## src/design/mips_config.svh

```systemverilog
`ifndef MIPS_CONFIG_SVH
`define MIPS_CONFIG_SVH

// data and address width
`define MIPS_XLEN 32

// architectural register count
`define MIPS_REG_COUNT 32

// first fetch address after reset
`define MIPS_RESET_PC 32'h0000_0000

`endif

```

## src/design/mips_ctrl_pkg.sv

```systemverilog
`default_nettype none

package mips_ctrl_pkg;

  typedef enum logic [2:0] {
    ALU_ADD = 3'd0,
    ALU_SUB = 3'd1,
    ALU_AND = 3'd2,
    ALU_OR  = 3'd3,
    ALU_SLT = 3'd4
  } alu_op_e;

  // one control word per instruction
  typedef struct packed {
    logic    reg_write;
    // rd instead of rt as destination
    logic    reg_dst;
    // immediate instead of rt data as operand b
    logic    alu_src;
    logic    mem_write;
    logic    mem_to_reg;
    logic    branch;
    alu_op_e alu_op;
  } ctrl_t;

endpackage

`default_nettype wire

```

## src/design/mips_isa_pkg.sv

```systemverilog
`default_nettype none

`include "mips_config.svh"

package mips_isa_pkg;

  // primary opcodes kept from the base ISA
  typedef enum logic [5:0] {
    OP_RTYPE = 6'd0,
    OP_BEQ   = 6'd4,
    OP_ADDI  = 6'd8,
    OP_LW    = 6'd35,
    OP_SW    = 6'd43
  } opcode_e;

  // R-type function codes
  typedef enum logic [5:0] {
    FN_ADD = 6'd32,
    FN_SUB = 6'd34,
    FN_AND = 6'd36,
    FN_OR  = 6'd37,
    FN_SLT = 6'd42
  } funct_e;

  typedef logic [$clog2(`MIPS_REG_COUNT)-1:0] reg_idx_t;

  // raw opcode/funct bits, unsupported codes pass through unchanged
  typedef struct packed {
    logic [5:0]            opcode;
    reg_idx_t              rs;
    reg_idx_t              rt;
    reg_idx_t              rd;
    logic [5:0]            funct;
    logic [`MIPS_XLEN-1:0] imm;
  } instr_fields_t;

endpackage

`default_nettype wire

```

## src/design/mips_alu.sv

```systemverilog
`timescale 1ns/1ns
`default_nettype none

`include "mips_config.svh"

module mips_alu (
  input  logic [`MIPS_XLEN-1:0] a,
  input  logic [`MIPS_XLEN-1:0] rt_data,
  input  logic [`MIPS_XLEN-1:0] imm,
  input  mips_ctrl_pkg::ctrl_t  ctrl,
  output logic [`MIPS_XLEN-1:0] result,
  output logic                  zero
);

  import mips_ctrl_pkg::*;

  logic [`MIPS_XLEN-1:0] b;

  assign b = ctrl.alu_src ? imm : rt_data;

  always_comb begin
    case (ctrl.alu_op)
      ALU_ADD: result = a + b;
      ALU_SUB: result = a - b;
      ALU_AND: result = a & b;
      ALU_OR:  result = a | b;
      // signed compare
      ALU_SLT: result = {{(`MIPS_XLEN-1){1'b0}}, ($signed(a) < $signed(b))};
      default: result = '0;
    endcase
  end

  // used by beq
  assign zero = (result == '0);

endmodule

`default_nettype wire

```

## src/design/mips_core.sv

```systemverilog
`timescale 1ns/1ns
`default_nettype none

`include "mips_config.svh"

module mips_core (
  input  logic                  clk,
  input  logic                  reset,
  output logic [`MIPS_XLEN-1:0] imem_addr,
  input  logic [`MIPS_XLEN-1:0] imem_data,
  output logic [`MIPS_XLEN-1:0] dmem_addr,
  output logic [`MIPS_XLEN-1:0] dmem_wdata,
  output logic                  dmem_we,
  input  logic [`MIPS_XLEN-1:0] dmem_rdata
);

  import mips_isa_pkg::*;
  import mips_ctrl_pkg::*;

  logic [`MIPS_XLEN-1:0] pc;
  logic [`MIPS_XLEN-1:0] pc_next;
  instr_fields_t         fields;
  ctrl_t                 ctrl;
  logic [`MIPS_XLEN-1:0] rs_data;
  logic [`MIPS_XLEN-1:0] rt_data;
  logic [`MIPS_XLEN-1:0] alu_result;
  logic                  zero;
  logic [`MIPS_XLEN-1:0] wb_data;
  reg_idx_t              wb_idx;

  always_ff @(posedge clk) begin
    if (reset) begin
      pc <= `MIPS_RESET_PC;
    end else begin
      pc <= pc_next;
    end
  end

  assign imem_addr = pc;

  mips_decode decode_inst (.instr(imem_data), .fields(fields), .ctrl(ctrl));

  // register write held off while in reset
  mips_regfile regfile_inst (
    .clk(clk), .reset(reset), .rs(fields.rs), .rt(fields.rt),
    .rs_data(rs_data), .rt_data(rt_data),
    .we(ctrl.reg_write && !reset), .wr_idx(wb_idx), .wr_data(wb_data)
  );

  mips_alu alu_inst (
    .a(rs_data), .rt_data(rt_data), .imm(fields.imm), .ctrl(ctrl),
    .result(alu_result), .zero(zero)
  );

  mips_result result_inst (
    .pc(pc), .fields(fields), .ctrl(ctrl), .alu_result(alu_result), .zero(zero),
    .mem_data(dmem_rdata), .wb_data(wb_data), .wb_idx(wb_idx), .pc_next(pc_next)
  );

  // data port
  assign dmem_addr = alu_result;
  assign dmem_wdata = rt_data;
  assign dmem_we = ctrl.mem_write && !reset;

  // sequential fetch whenever no branch is decoded
  assert property (@(posedge clk) disable iff (reset)
    !ctrl.branch |=> imem_addr == $past(imem_addr) + `MIPS_XLEN'(4));

endmodule

`default_nettype wire

```

## src/design/mips_decode.sv

```systemverilog
`timescale 1ns/1ns
`default_nettype none

`include "mips_config.svh"

module mips_decode (
  input  logic [`MIPS_XLEN-1:0]      instr,
  output mips_isa_pkg::instr_fields_t fields,
  output mips_ctrl_pkg::ctrl_t        ctrl
);

  import mips_isa_pkg::*;
  import mips_ctrl_pkg::*;

  // field split, fixed 32-bit encoding
  assign fields.opcode = instr[31:26];
  assign fields.rs     = instr[25:21];
  assign fields.rt     = instr[20:16];
  assign fields.rd     = instr[15:11];
  assign fields.funct  = instr[5:0];
  assign fields.imm    = {{(`MIPS_XLEN-16){instr[15]}}, instr[15:0]};

  always_comb begin
    // unsupported codes fall through as a no-op
    ctrl = '{default: '0, alu_op: ALU_ADD};
    case (fields.opcode)
      OP_RTYPE: begin
        ctrl.reg_dst = 1'b1;
        ctrl.reg_write = 1'b1;
        case (fields.funct)
          FN_ADD:  ctrl.alu_op = ALU_ADD;
          FN_SUB:  ctrl.alu_op = ALU_SUB;
          FN_AND:  ctrl.alu_op = ALU_AND;
          FN_OR:   ctrl.alu_op = ALU_OR;
          FN_SLT:  ctrl.alu_op = ALU_SLT;
          default: ctrl.reg_write = 1'b0;
        endcase
      end
      OP_ADDI: begin
        ctrl.reg_write = 1'b1;
        ctrl.alu_src = 1'b1;
      end
      OP_LW: begin
        ctrl.reg_write = 1'b1;
        ctrl.alu_src = 1'b1;
        ctrl.mem_to_reg = 1'b1;
      end
      OP_SW: begin
        ctrl.alu_src = 1'b1;
        ctrl.mem_write = 1'b1;
      end
      OP_BEQ: begin
        // compare by subtraction, zero flag decides
        ctrl.branch = 1'b1;
        ctrl.alu_op = ALU_SUB;
      end
      default: ;
    endcase
  end

  // a store never writes back
  assert final (!(ctrl.reg_write && ctrl.mem_write));

endmodule

`default_nettype wire

```

## src/design/mips_regfile.sv

```systemverilog
`timescale 1ns/1ns
`default_nettype none

`include "mips_config.svh"

module mips_regfile (
  input  logic                   clk,
  input  logic                   reset,
  input  mips_isa_pkg::reg_idx_t rs,
  input  mips_isa_pkg::reg_idx_t rt,
  output logic [`MIPS_XLEN-1:0]  rs_data,
  output logic [`MIPS_XLEN-1:0]  rt_data,
  input  logic                   we,
  input  mips_isa_pkg::reg_idx_t wr_idx,
  input  logic [`MIPS_XLEN-1:0]  wr_data
);

  logic [`MIPS_XLEN-1:0] regs [`MIPS_REG_COUNT];

  always_ff @(posedge clk) begin
    if (reset) begin
      regs <= '{default: '0};
    end else if (we && wr_idx != '0) begin
      regs[wr_idx] <= wr_data;
    end
  end

  // combinational reads, r0 forced to zero
  assign rs_data = (rs == '0) ? '0 : regs[rs];
  assign rt_data = (rt == '0) ? '0 : regs[rt];

  // r0 storage stays clear whatever the core writes
  assert property (@(posedge clk) disable iff (reset) regs[0] == '0);

endmodule

`default_nettype wire

```

## src/design/mips_result.sv

```systemverilog
`timescale 1ns/1ns
`default_nettype none

`include "mips_config.svh"

module mips_result (
  input  logic [`MIPS_XLEN-1:0]       pc,
  input  mips_isa_pkg::instr_fields_t fields,
  input  mips_ctrl_pkg::ctrl_t        ctrl,
  input  logic [`MIPS_XLEN-1:0]       alu_result,
  input  logic                        zero,
  input  logic [`MIPS_XLEN-1:0]       mem_data,
  output logic [`MIPS_XLEN-1:0]       wb_data,
  output mips_isa_pkg::reg_idx_t      wb_idx,
  output logic [`MIPS_XLEN-1:0]       pc_next
);

  logic [`MIPS_XLEN-1:0] pc_plus4;
  logic [`MIPS_XLEN-1:0] branch_target;

  // write-back source and destination
  assign wb_data = ctrl.mem_to_reg ? mem_data : alu_result;
  assign wb_idx = ctrl.reg_dst ? fields.rd : fields.rt;

  assign pc_plus4 = pc + `MIPS_XLEN'(4);
  // word offset relative to the following instruction
  assign branch_target = pc_plus4 + {fields.imm[`MIPS_XLEN-3:0], 2'b00};

  assign pc_next = (ctrl.branch && zero) ? branch_target : pc_plus4;

  // pc comes from the core register, undefined before the first reset
  assert final ($isunknown(pc) || pc_next[1:0] == 2'b00);

endmodule

`default_nettype wire

```

## config.mk

```make
export PLATFORM = sky130hd
export DESIGN_NAME = mips_core
export DESIGN_NICKNAME = d
export VERILOG_FILES = /design/src/design/mips_ctrl_pkg.sv /design/src/design/mips_isa_pkg.sv /design/src/design/mips_alu.sv /design/src/design/mips_core.sv /design/src/design/mips_decode.sv /design/src/design/mips_regfile.sv /design/src/design/mips_result.sv
export VERILOG_INCLUDE_DIRS = /design/src /design/src/design
export SDC_FILE = /design/constraint.sdc
export NUM_CORES = 2
export LEC_CHECK = 0
export ABC_CLOCK_PERIOD_IN_PS = 8100
export BUFFER_PORTS_ARGS = -buffer_cell sky130_fd_sc_hd__buf_2
export CORE_MARGIN = 2
export CORE_UTILIZATION = 58
export DETAILED_ROUTE_END_ITERATION = 10
export PLACE_DENSITY = 0.78
export SLEW_MARGIN = 20
export SYNTH_ARGS = -nofsm -noshare
export SYNTH_HDL_FRONTEND = slang
export SYNTH_HIERARCHICAL = 1
export SYNTH_SLANG_ARGS = --single-unit
```

## constraint.sdc

```tcl
create_clock -name clk -period 8.1 [get_ports clk]
set_input_delay 1.62 -clock clk [delete_from_list [all_inputs] [get_ports clk]]
set_output_delay 1.62 -clock clk [all_outputs]
set_load 0.1 [all_outputs]
```

# Word-level counts from Yosys, hierarchy flattened
# Cells that the tools add are included.
[totals]
regBits = 1056
in_bits = 66
out_inout_bits = 97
wordCells = 100
[classes]
addsub = 4
order_cmp = 5
n_eq_ne = 13
muxes = 25
bitwise_logic = 5
n_reduce_logical = 15
[ops]
columns = ["op", "count"]
rows = [
  ["1024-bit bitwise mux", 1],
  ["32-bit binary-select mux with 5-bit select", 2],
  ["32-bit 2-to-1 mux", 10],
  ["32-bit demux with 5-bit select", 1],
  ["32-bit one-hot mux with 5 select lines", 1],
  ["32-bit adder", 2],
  ["6-bit == test, second input constant", 7],
  ["32-bit by 3-bit adder with 32-bit output, second input constant", 1],
  ["32-bit bitwise AND", 1],
  ["32-bit logical NOT", 1],
  ["32-bit < comparator", 1],
  ["32-bit OR", 1],
  ["32-bit subtractor", 1],
  ["6-bit greater-or-equal comparator, second input constant", 3],
  ["5-bit inverter with 6-bit output", 3],
  ["3-bit one-hot mux with 4 select lines", 1],
  ["5-bit logical NOT", 2],
  ["3-bit by 2-bit == test with 1-bit output, second input constant", 2],
  ["6-bit by 3-bit == test with 1-bit output, second input constant", 1],
  ["6-bit by 4-bit == test with 1-bit output, second input constant", 1],
  ["6-bit logical NOT", 1],
  ["6-bit by 1-bit < comparator with 1-bit output, second input constant", 1],
  ["1-bit 2-to-1 mux", 6],
  ["3-bit one-hot mux with 2 select lines", 1],
  ["11 further kinds", 15],
]

# Logic depth before layout (Yosys ltp)
[depth]
ltp_word = 11
depth_mapped = 34
depth_no_buf = 28

# Hierarchy
# The synthesis kept the hierarchy.
[by_module_without_submodules]
columns = ["mod", "n_inst", "cells_per_inst", "area_each_um2", "seq_area_each_um2"]
rows = [
  ["mips_regfile", 1, 5984, 52072.4, 20499.7],
  ["mips_alu", 1, 849, 5693.0, 0.0],
  ["mips_result", 1, 422, 2950.3, 0.0],
  ["mips_core", 1, 69, 897.1, 640.6],
  ["mips_decode", 1, 83, 614.3, 0.0],
]

# Worst setup path before layout
# Ideal clock, no wire load.
[synth_timing]
kind = "input to register"
from = "input port imem_data[16]"
to = "register pc[31], in the netlist imem_addr[31]"
setup_time_ns = 0.058
arrival_ns = 13.236
t_required_ns = 8.042
slack_ns = -5.194
path_stages = 28
n_path_buf = 6
cell_sequence = "buf_4 buf_2 buf_2 clkbuf_1 clkbuf_1 a211oi_1 nor4_1 mux2i_1 ha_1 o21bai_1 a21oi_1 o31ai_1 a221oi_1 o221ai_2 a21oi_1 a311o_1 nor2_1 o41ai_1 or4_1 nor4_2 and2_1 clkbuf_1 nand4_1 a21oi_1 a31oi_1 o2111ai_1 a2111oi_1 and2b_2"
[synth_via]
elab_chain_len = 11
elab_cells_between_ends = 16
classes_between = "add/sub: 2; order compare: 1; mux: 7; bitwise: 3; reduce/logical: 3"
[synth_lines]
columns = ["element", "line_no", "rtl"]
rows = [
  ["from (decl)", "mips_core.sv:10", "input logic [`MIPS_XLEN-1:0] imem_data,"],
  ["5-bit inverter with 6-bit output (implied by the code)", "mips_regfile.sv:30", "assign rt_data = (rt == '0) ? '0 : regs[rt];"],
  ["32-bit binary-select mux with 5-bit select", "mips_regfile.sv:30", ""],
  ["32-bit 2-to-1 mux (implied by the code) (2 in series)", "mips_regfile.sv:30", ""],
  ["32-bit 2-to-1 mux *", "mips_regfile.sv:30", ""],
  ["net dmem_wdata[1]", "mips_core.sv:12", "output logic [`MIPS_XLEN-1:0] dmem_wdata,"],
  ["32-bit 2-to-1 mux *", "mips_alu.sv:19", "assign b = ctrl.alu_src ? imm : rt_data;"],
  ["32-bit subtractor / 32-bit adder (equally long branches)", "mips_alu.sv:24, mips_alu.sv:23", ""],
  ["32-bit one-hot mux with 5 select lines *", "mips_alu.sv:22", "case (ctrl.alu_op)"],
  ["net dmem_addr[25]", "mips_core.sv:11", "output logic [`MIPS_XLEN-1:0] dmem_addr,"],
  ["32-bit logical NOT *", "mips_alu.sv:34", "assign zero = (result == '0);"],
  ["net zero", "mips_core.sv:27", "logic zero;"],
  ["1-bit logical AND *", "mips_result.sv:29", "assign pc_next = (ctrl.branch && zero) ? branch_target : pc_plus4;"],
  ["32-bit 2-to-1 mux *", "mips_result.sv:29", ""],
  ["net pc_next[31]", "mips_core.sv:21", "logic [`MIPS_XLEN-1:0] pc_next;"],
  ["to (signal assigned)", "mips_core.sv:33", "pc <= `MIPS_RESET_PC;"],
  ["to (signal assigned)", "mips_core.sv:35", "pc <= pc_next;"],
  ["to (decl)", "mips_core.sv:20", "logic [`MIPS_XLEN-1:0] pc;"],
]
# Mark *: on every way through the listed nets, which the timed path passes. The rest lies on a longest branch. The select of a mux whose other input is x is not followed.
# A chain may end at the register's enable or synchronous reset.

# Final worst setup path
[layout_timing]
from = "input port imem_data[23]"
to = "output port dmem_addr[26]"
[layout_via]
elab_chain_len = 7
elab_cells_between_ends = 11
classes_between = "add/sub: 2; mux: 5; bitwise: 3; reduce/logical: 1"
[layout_lines]
columns = ["element", "line_no", "rtl"]
rows = [
  ["5-bit inverter with 6-bit output (implied by the code)", "mips_regfile.sv:29", "assign rs_data = (rs == '0) ? '0 : regs[rs];"],
  ["32-bit binary-select mux with 5-bit select", "mips_regfile.sv:29", ""],
  ["32-bit 2-to-1 mux (implied by the code) (2 in series)", "mips_regfile.sv:29", ""],
  ["32-bit 2-to-1 mux *", "mips_regfile.sv:29", ""],
  ["net rs_data[12]", "mips_core.sv:24", "logic [`MIPS_XLEN-1:0] rs_data;"],
  ["32-bit subtractor / 32-bit adder (equally long branches)", "mips_alu.sv:24, mips_alu.sv:23", ""],
  ["32-bit one-hot mux with 5 select lines *", "mips_alu.sv:22", ""],
  ["to (decl)", "mips_core.sv:11", ""],
]
# Marked as above.

==> key figures <==
Clock tree
  – CTS Sinks: between 1000 and 1500
  – CTS Buf Count: 110
  – CTS max path bufs: 3
  – H-tree depth: 3
  – Clock slew at reported path FFs: ~0.060 ns
  – Worst skew pair latency: 0.77 ns
  – CTS tree: yes
  – Root buffer cell: clkbuf_16

Critical path
  – Critical Path Max Stage Delay: around 0.87 ns
  – Critical Path AT: around 7 ns
  – Crit Path Class: in -> out
  – CP bufs+invs: 6
  – CP max-delay cell: a311oi_1
  – Critical Path Start: imem_data[23]
  – R2r setup slk: between 1 and 1.5 ns
  – Most Frequent Cell on Critical Path: buf_12
  – Worst-path maximum fanout: 41
  – Crit-path cells: buf_6 > buf_12 > nor2b_4 > buf_12 > a2111oi_0 > a311oi_1 > buf_4 > inv_1 > ha_1 > o31ai_1 > o21ai_1 > o211a_1 > or4_4 > a32oi_4 > xor2_2 > nor2_2 > a21oi_2 > nor2_4 > buf_12
  – Worst r2r src: regfile_inst/regs[128]
  – Worst EP required: 6.48 ns
  – Worst Setup Start Kind: primary input
  – CP delay by family, top: compound AO/OA/AOI/OAI gates
  – Crit end category: output port

Worst hold path
  – Hold Path Origin: regfile_inst/regs[920]
  – HP Class: reg -> reg

STA
  – Setup violators final: 6
  – Period utilization: 104%
  – RSZ-0062 raised after global routing: true
  – Worst relative slew slack: a little over an eighth
  – Final setup TNS: -0.816 ns
  – Peak Freq: about 0.12 GHz
  – Shortest period the worst path allows: about 8.4 ns
  – Clock skew: about 0.035 ns
  – Slew Limit Fails: 0
  – Worst slew pin tran: between 1 and 1.5 ns
  – Final Hold Violating Endpoints: 0
  – Post-route setup slack: -0.315 ns

GRT
  – Total congestion overflow: 0
  – Initial antenna violation count: 11
  – GRT Total Usage: a little under half
  – First-pass GRT wire length: about 380000 um
  – Number of global-route vias before repair: between 60000 and 70000
  – Largest net degree at the start of global routing: roughly 220

Route
  – Via Count: roughly 63000
  – 1st-iter DRT viols: roughly 11000
  – DRT Pass-1 Iters: 10
  – Antenna viol nets, final: 0
  – Drt drc: 0
  – Routed WL: about 260000 um
  – Vias per cell: just under 7
  – Wire per inst: roughly 28 um

Yosys
  – Warning count from the yosys run: 6
  – Mapped cell area: slightly above 60000 um^2
  – Syn Area/Cell: approximately 8.4 um^2
  – Syn Inst Count: about 7400
  – Net count after synthesis: 7611

Final layout
  – # fillers: 8043
  – Layout cells sized above 1: 23.7%
  – Post-route insts no fill: between 9000 and 10000
  – Area Overhead vs Synth: 19.2%
  – Nets: between 7000 and 8000

Floorplanning
  – Die Area: 110000 um^2
  – Starting density of the core: slightly below 60%
  – Row cnt: 120
  – IO Pins: ~160
  – Core area: 107000 um^2
  – Die width: 331 um
  – Die Y: around 330 um

Placement
  – I/O Buffers: roughly 160
  – DPL Wire Length: roughly 170000 um
  – Post-place setup slack: -0.478 ns
  – Routability cong.: slightly above 1
  – Placed cells: roughly 9000

Flow run
  – Max Cap Viol: 0

Power
  – Power density over the cells: 188 nW/um^2
  – Pleak: between 0.02 and 0.03 uW
  – VDD IR max: about 0.0002 V

Status
  – Failing checks: negative setup slack
  – Status: finished, violations left
==> power by group <==
| group | total (uW) | switching, uW | internal [uW] | leakage (uW) |
|---|---|---|---|---|
| Sequential | 5200 | 3.83 | 5200 | 0.00850 |
| Clock | 5350 | 2310 | 3040 | 0.00186 |
| Combinational | 3340 | 2240 | 1110 | 0.0165 |
==> cell type report <==
class                   count  area [um^2]  area share, %
multi-input cells        5490        38800           52.3
flip-flops and latches   1056        21100           28.5
repair buffers            930         8210           11.1
clock buffers             155         3270           4.42
well taps                1403         1760           2.37
clock inverters            44          492          0.664
inverters                 110          413          0.557
diodes                      5         12.5         0.0169
==> layer usage <==
layer	part of all wire [%]	global-route usage (%)	up-vias	wire length, um
met2	42	67.9	5553	110000
met3	16	16.4	1625	41600
met1	32	53.5	29709	84700
li1	-	-	26493	-
met4	9.1	35.1	8	23800
met5	0.021	0	-	56
==> per-stage QoR <==
step	hold WS (ns)	util [%]	total power (uW)	area, um^2
global route	0.480	69.5	14100	74100
detailed placement	0.459	64.8	8400	69100
floorplan	0.441	-	7100	63200
CTS	0.467	68.6	13600	73200
finish	0.467	69.5	13900	74100
global placement	0.450	64.7	8390	69000
==> what timing repair did <==
item	4_1_cts	5_1_grt
buffers inserted	11	26
gates cloned	1	3
gates resized for setup	31	122
hold buffers	0	0
pin swaps	8	39
endpoints found under the setup margin	12	17
==> sequential cells by signal (all words and copies together), names as in the netlist <==
register	cells
regfile_inst/regs	1024
imem_addr	32
==> worst reg2reg max path, delay by kind of cell, from the launching register on <==
family | cells | cell delay [ns]
XOR/XNOR | 1 | 0.18
multiplexers | 3 | 1.21
adder cells (fa/ha/maj) | 2 | 0.62
buffers and inverters | 3 | 0.42
flip-flops | 1 | 0.33
AND/OR/NAND/NOR | 12 | 2.74
AO/OA/AOI/OAI | 8 | 1.38
==> placed cells by master, fill, tap and decap left out, types with 18 or more instances in the layout <==
cell       count
clkbuf_16    115
a211oi_2      19
nor2_1       122
xnor2_1       53
a22o_1        57
ha_1         138
a21oi_1     1128
a211oi_1      53
a21o_1        26
nor2_4        24
nor2b_1      115
a22oi_1      101
nor3_1        29
mux4_2       358
a21oi_2       33
buf_4        680
a31oi_1       24
a2111oi_2     23
clkbuf_8      31
o22ai_1       40
nand2b_1      21
mux2i_1      357
clkinv_2      22
nand2_1     2130
and2_1        24
nor4_4        18
dfxtp_1     1056
xor2_1        24
buf_2        122
inv_1        110
nand3_1       39
o21ai_0       69
mux2_2        63
buf_12        99
nor3_2        21
o221ai_1      26
==> path summary, 6_finish.rpt <==
path,end,cells past startpoint
setup / recovery,dmem_addr[26],19
hold / removal,regfile_inst/regs[920],2
setup reg to reg,imem_addr[31],29
hold reg to reg,regfile_inst/regs[920],2
Note: power is estimated with default switching activity, not from simulation.
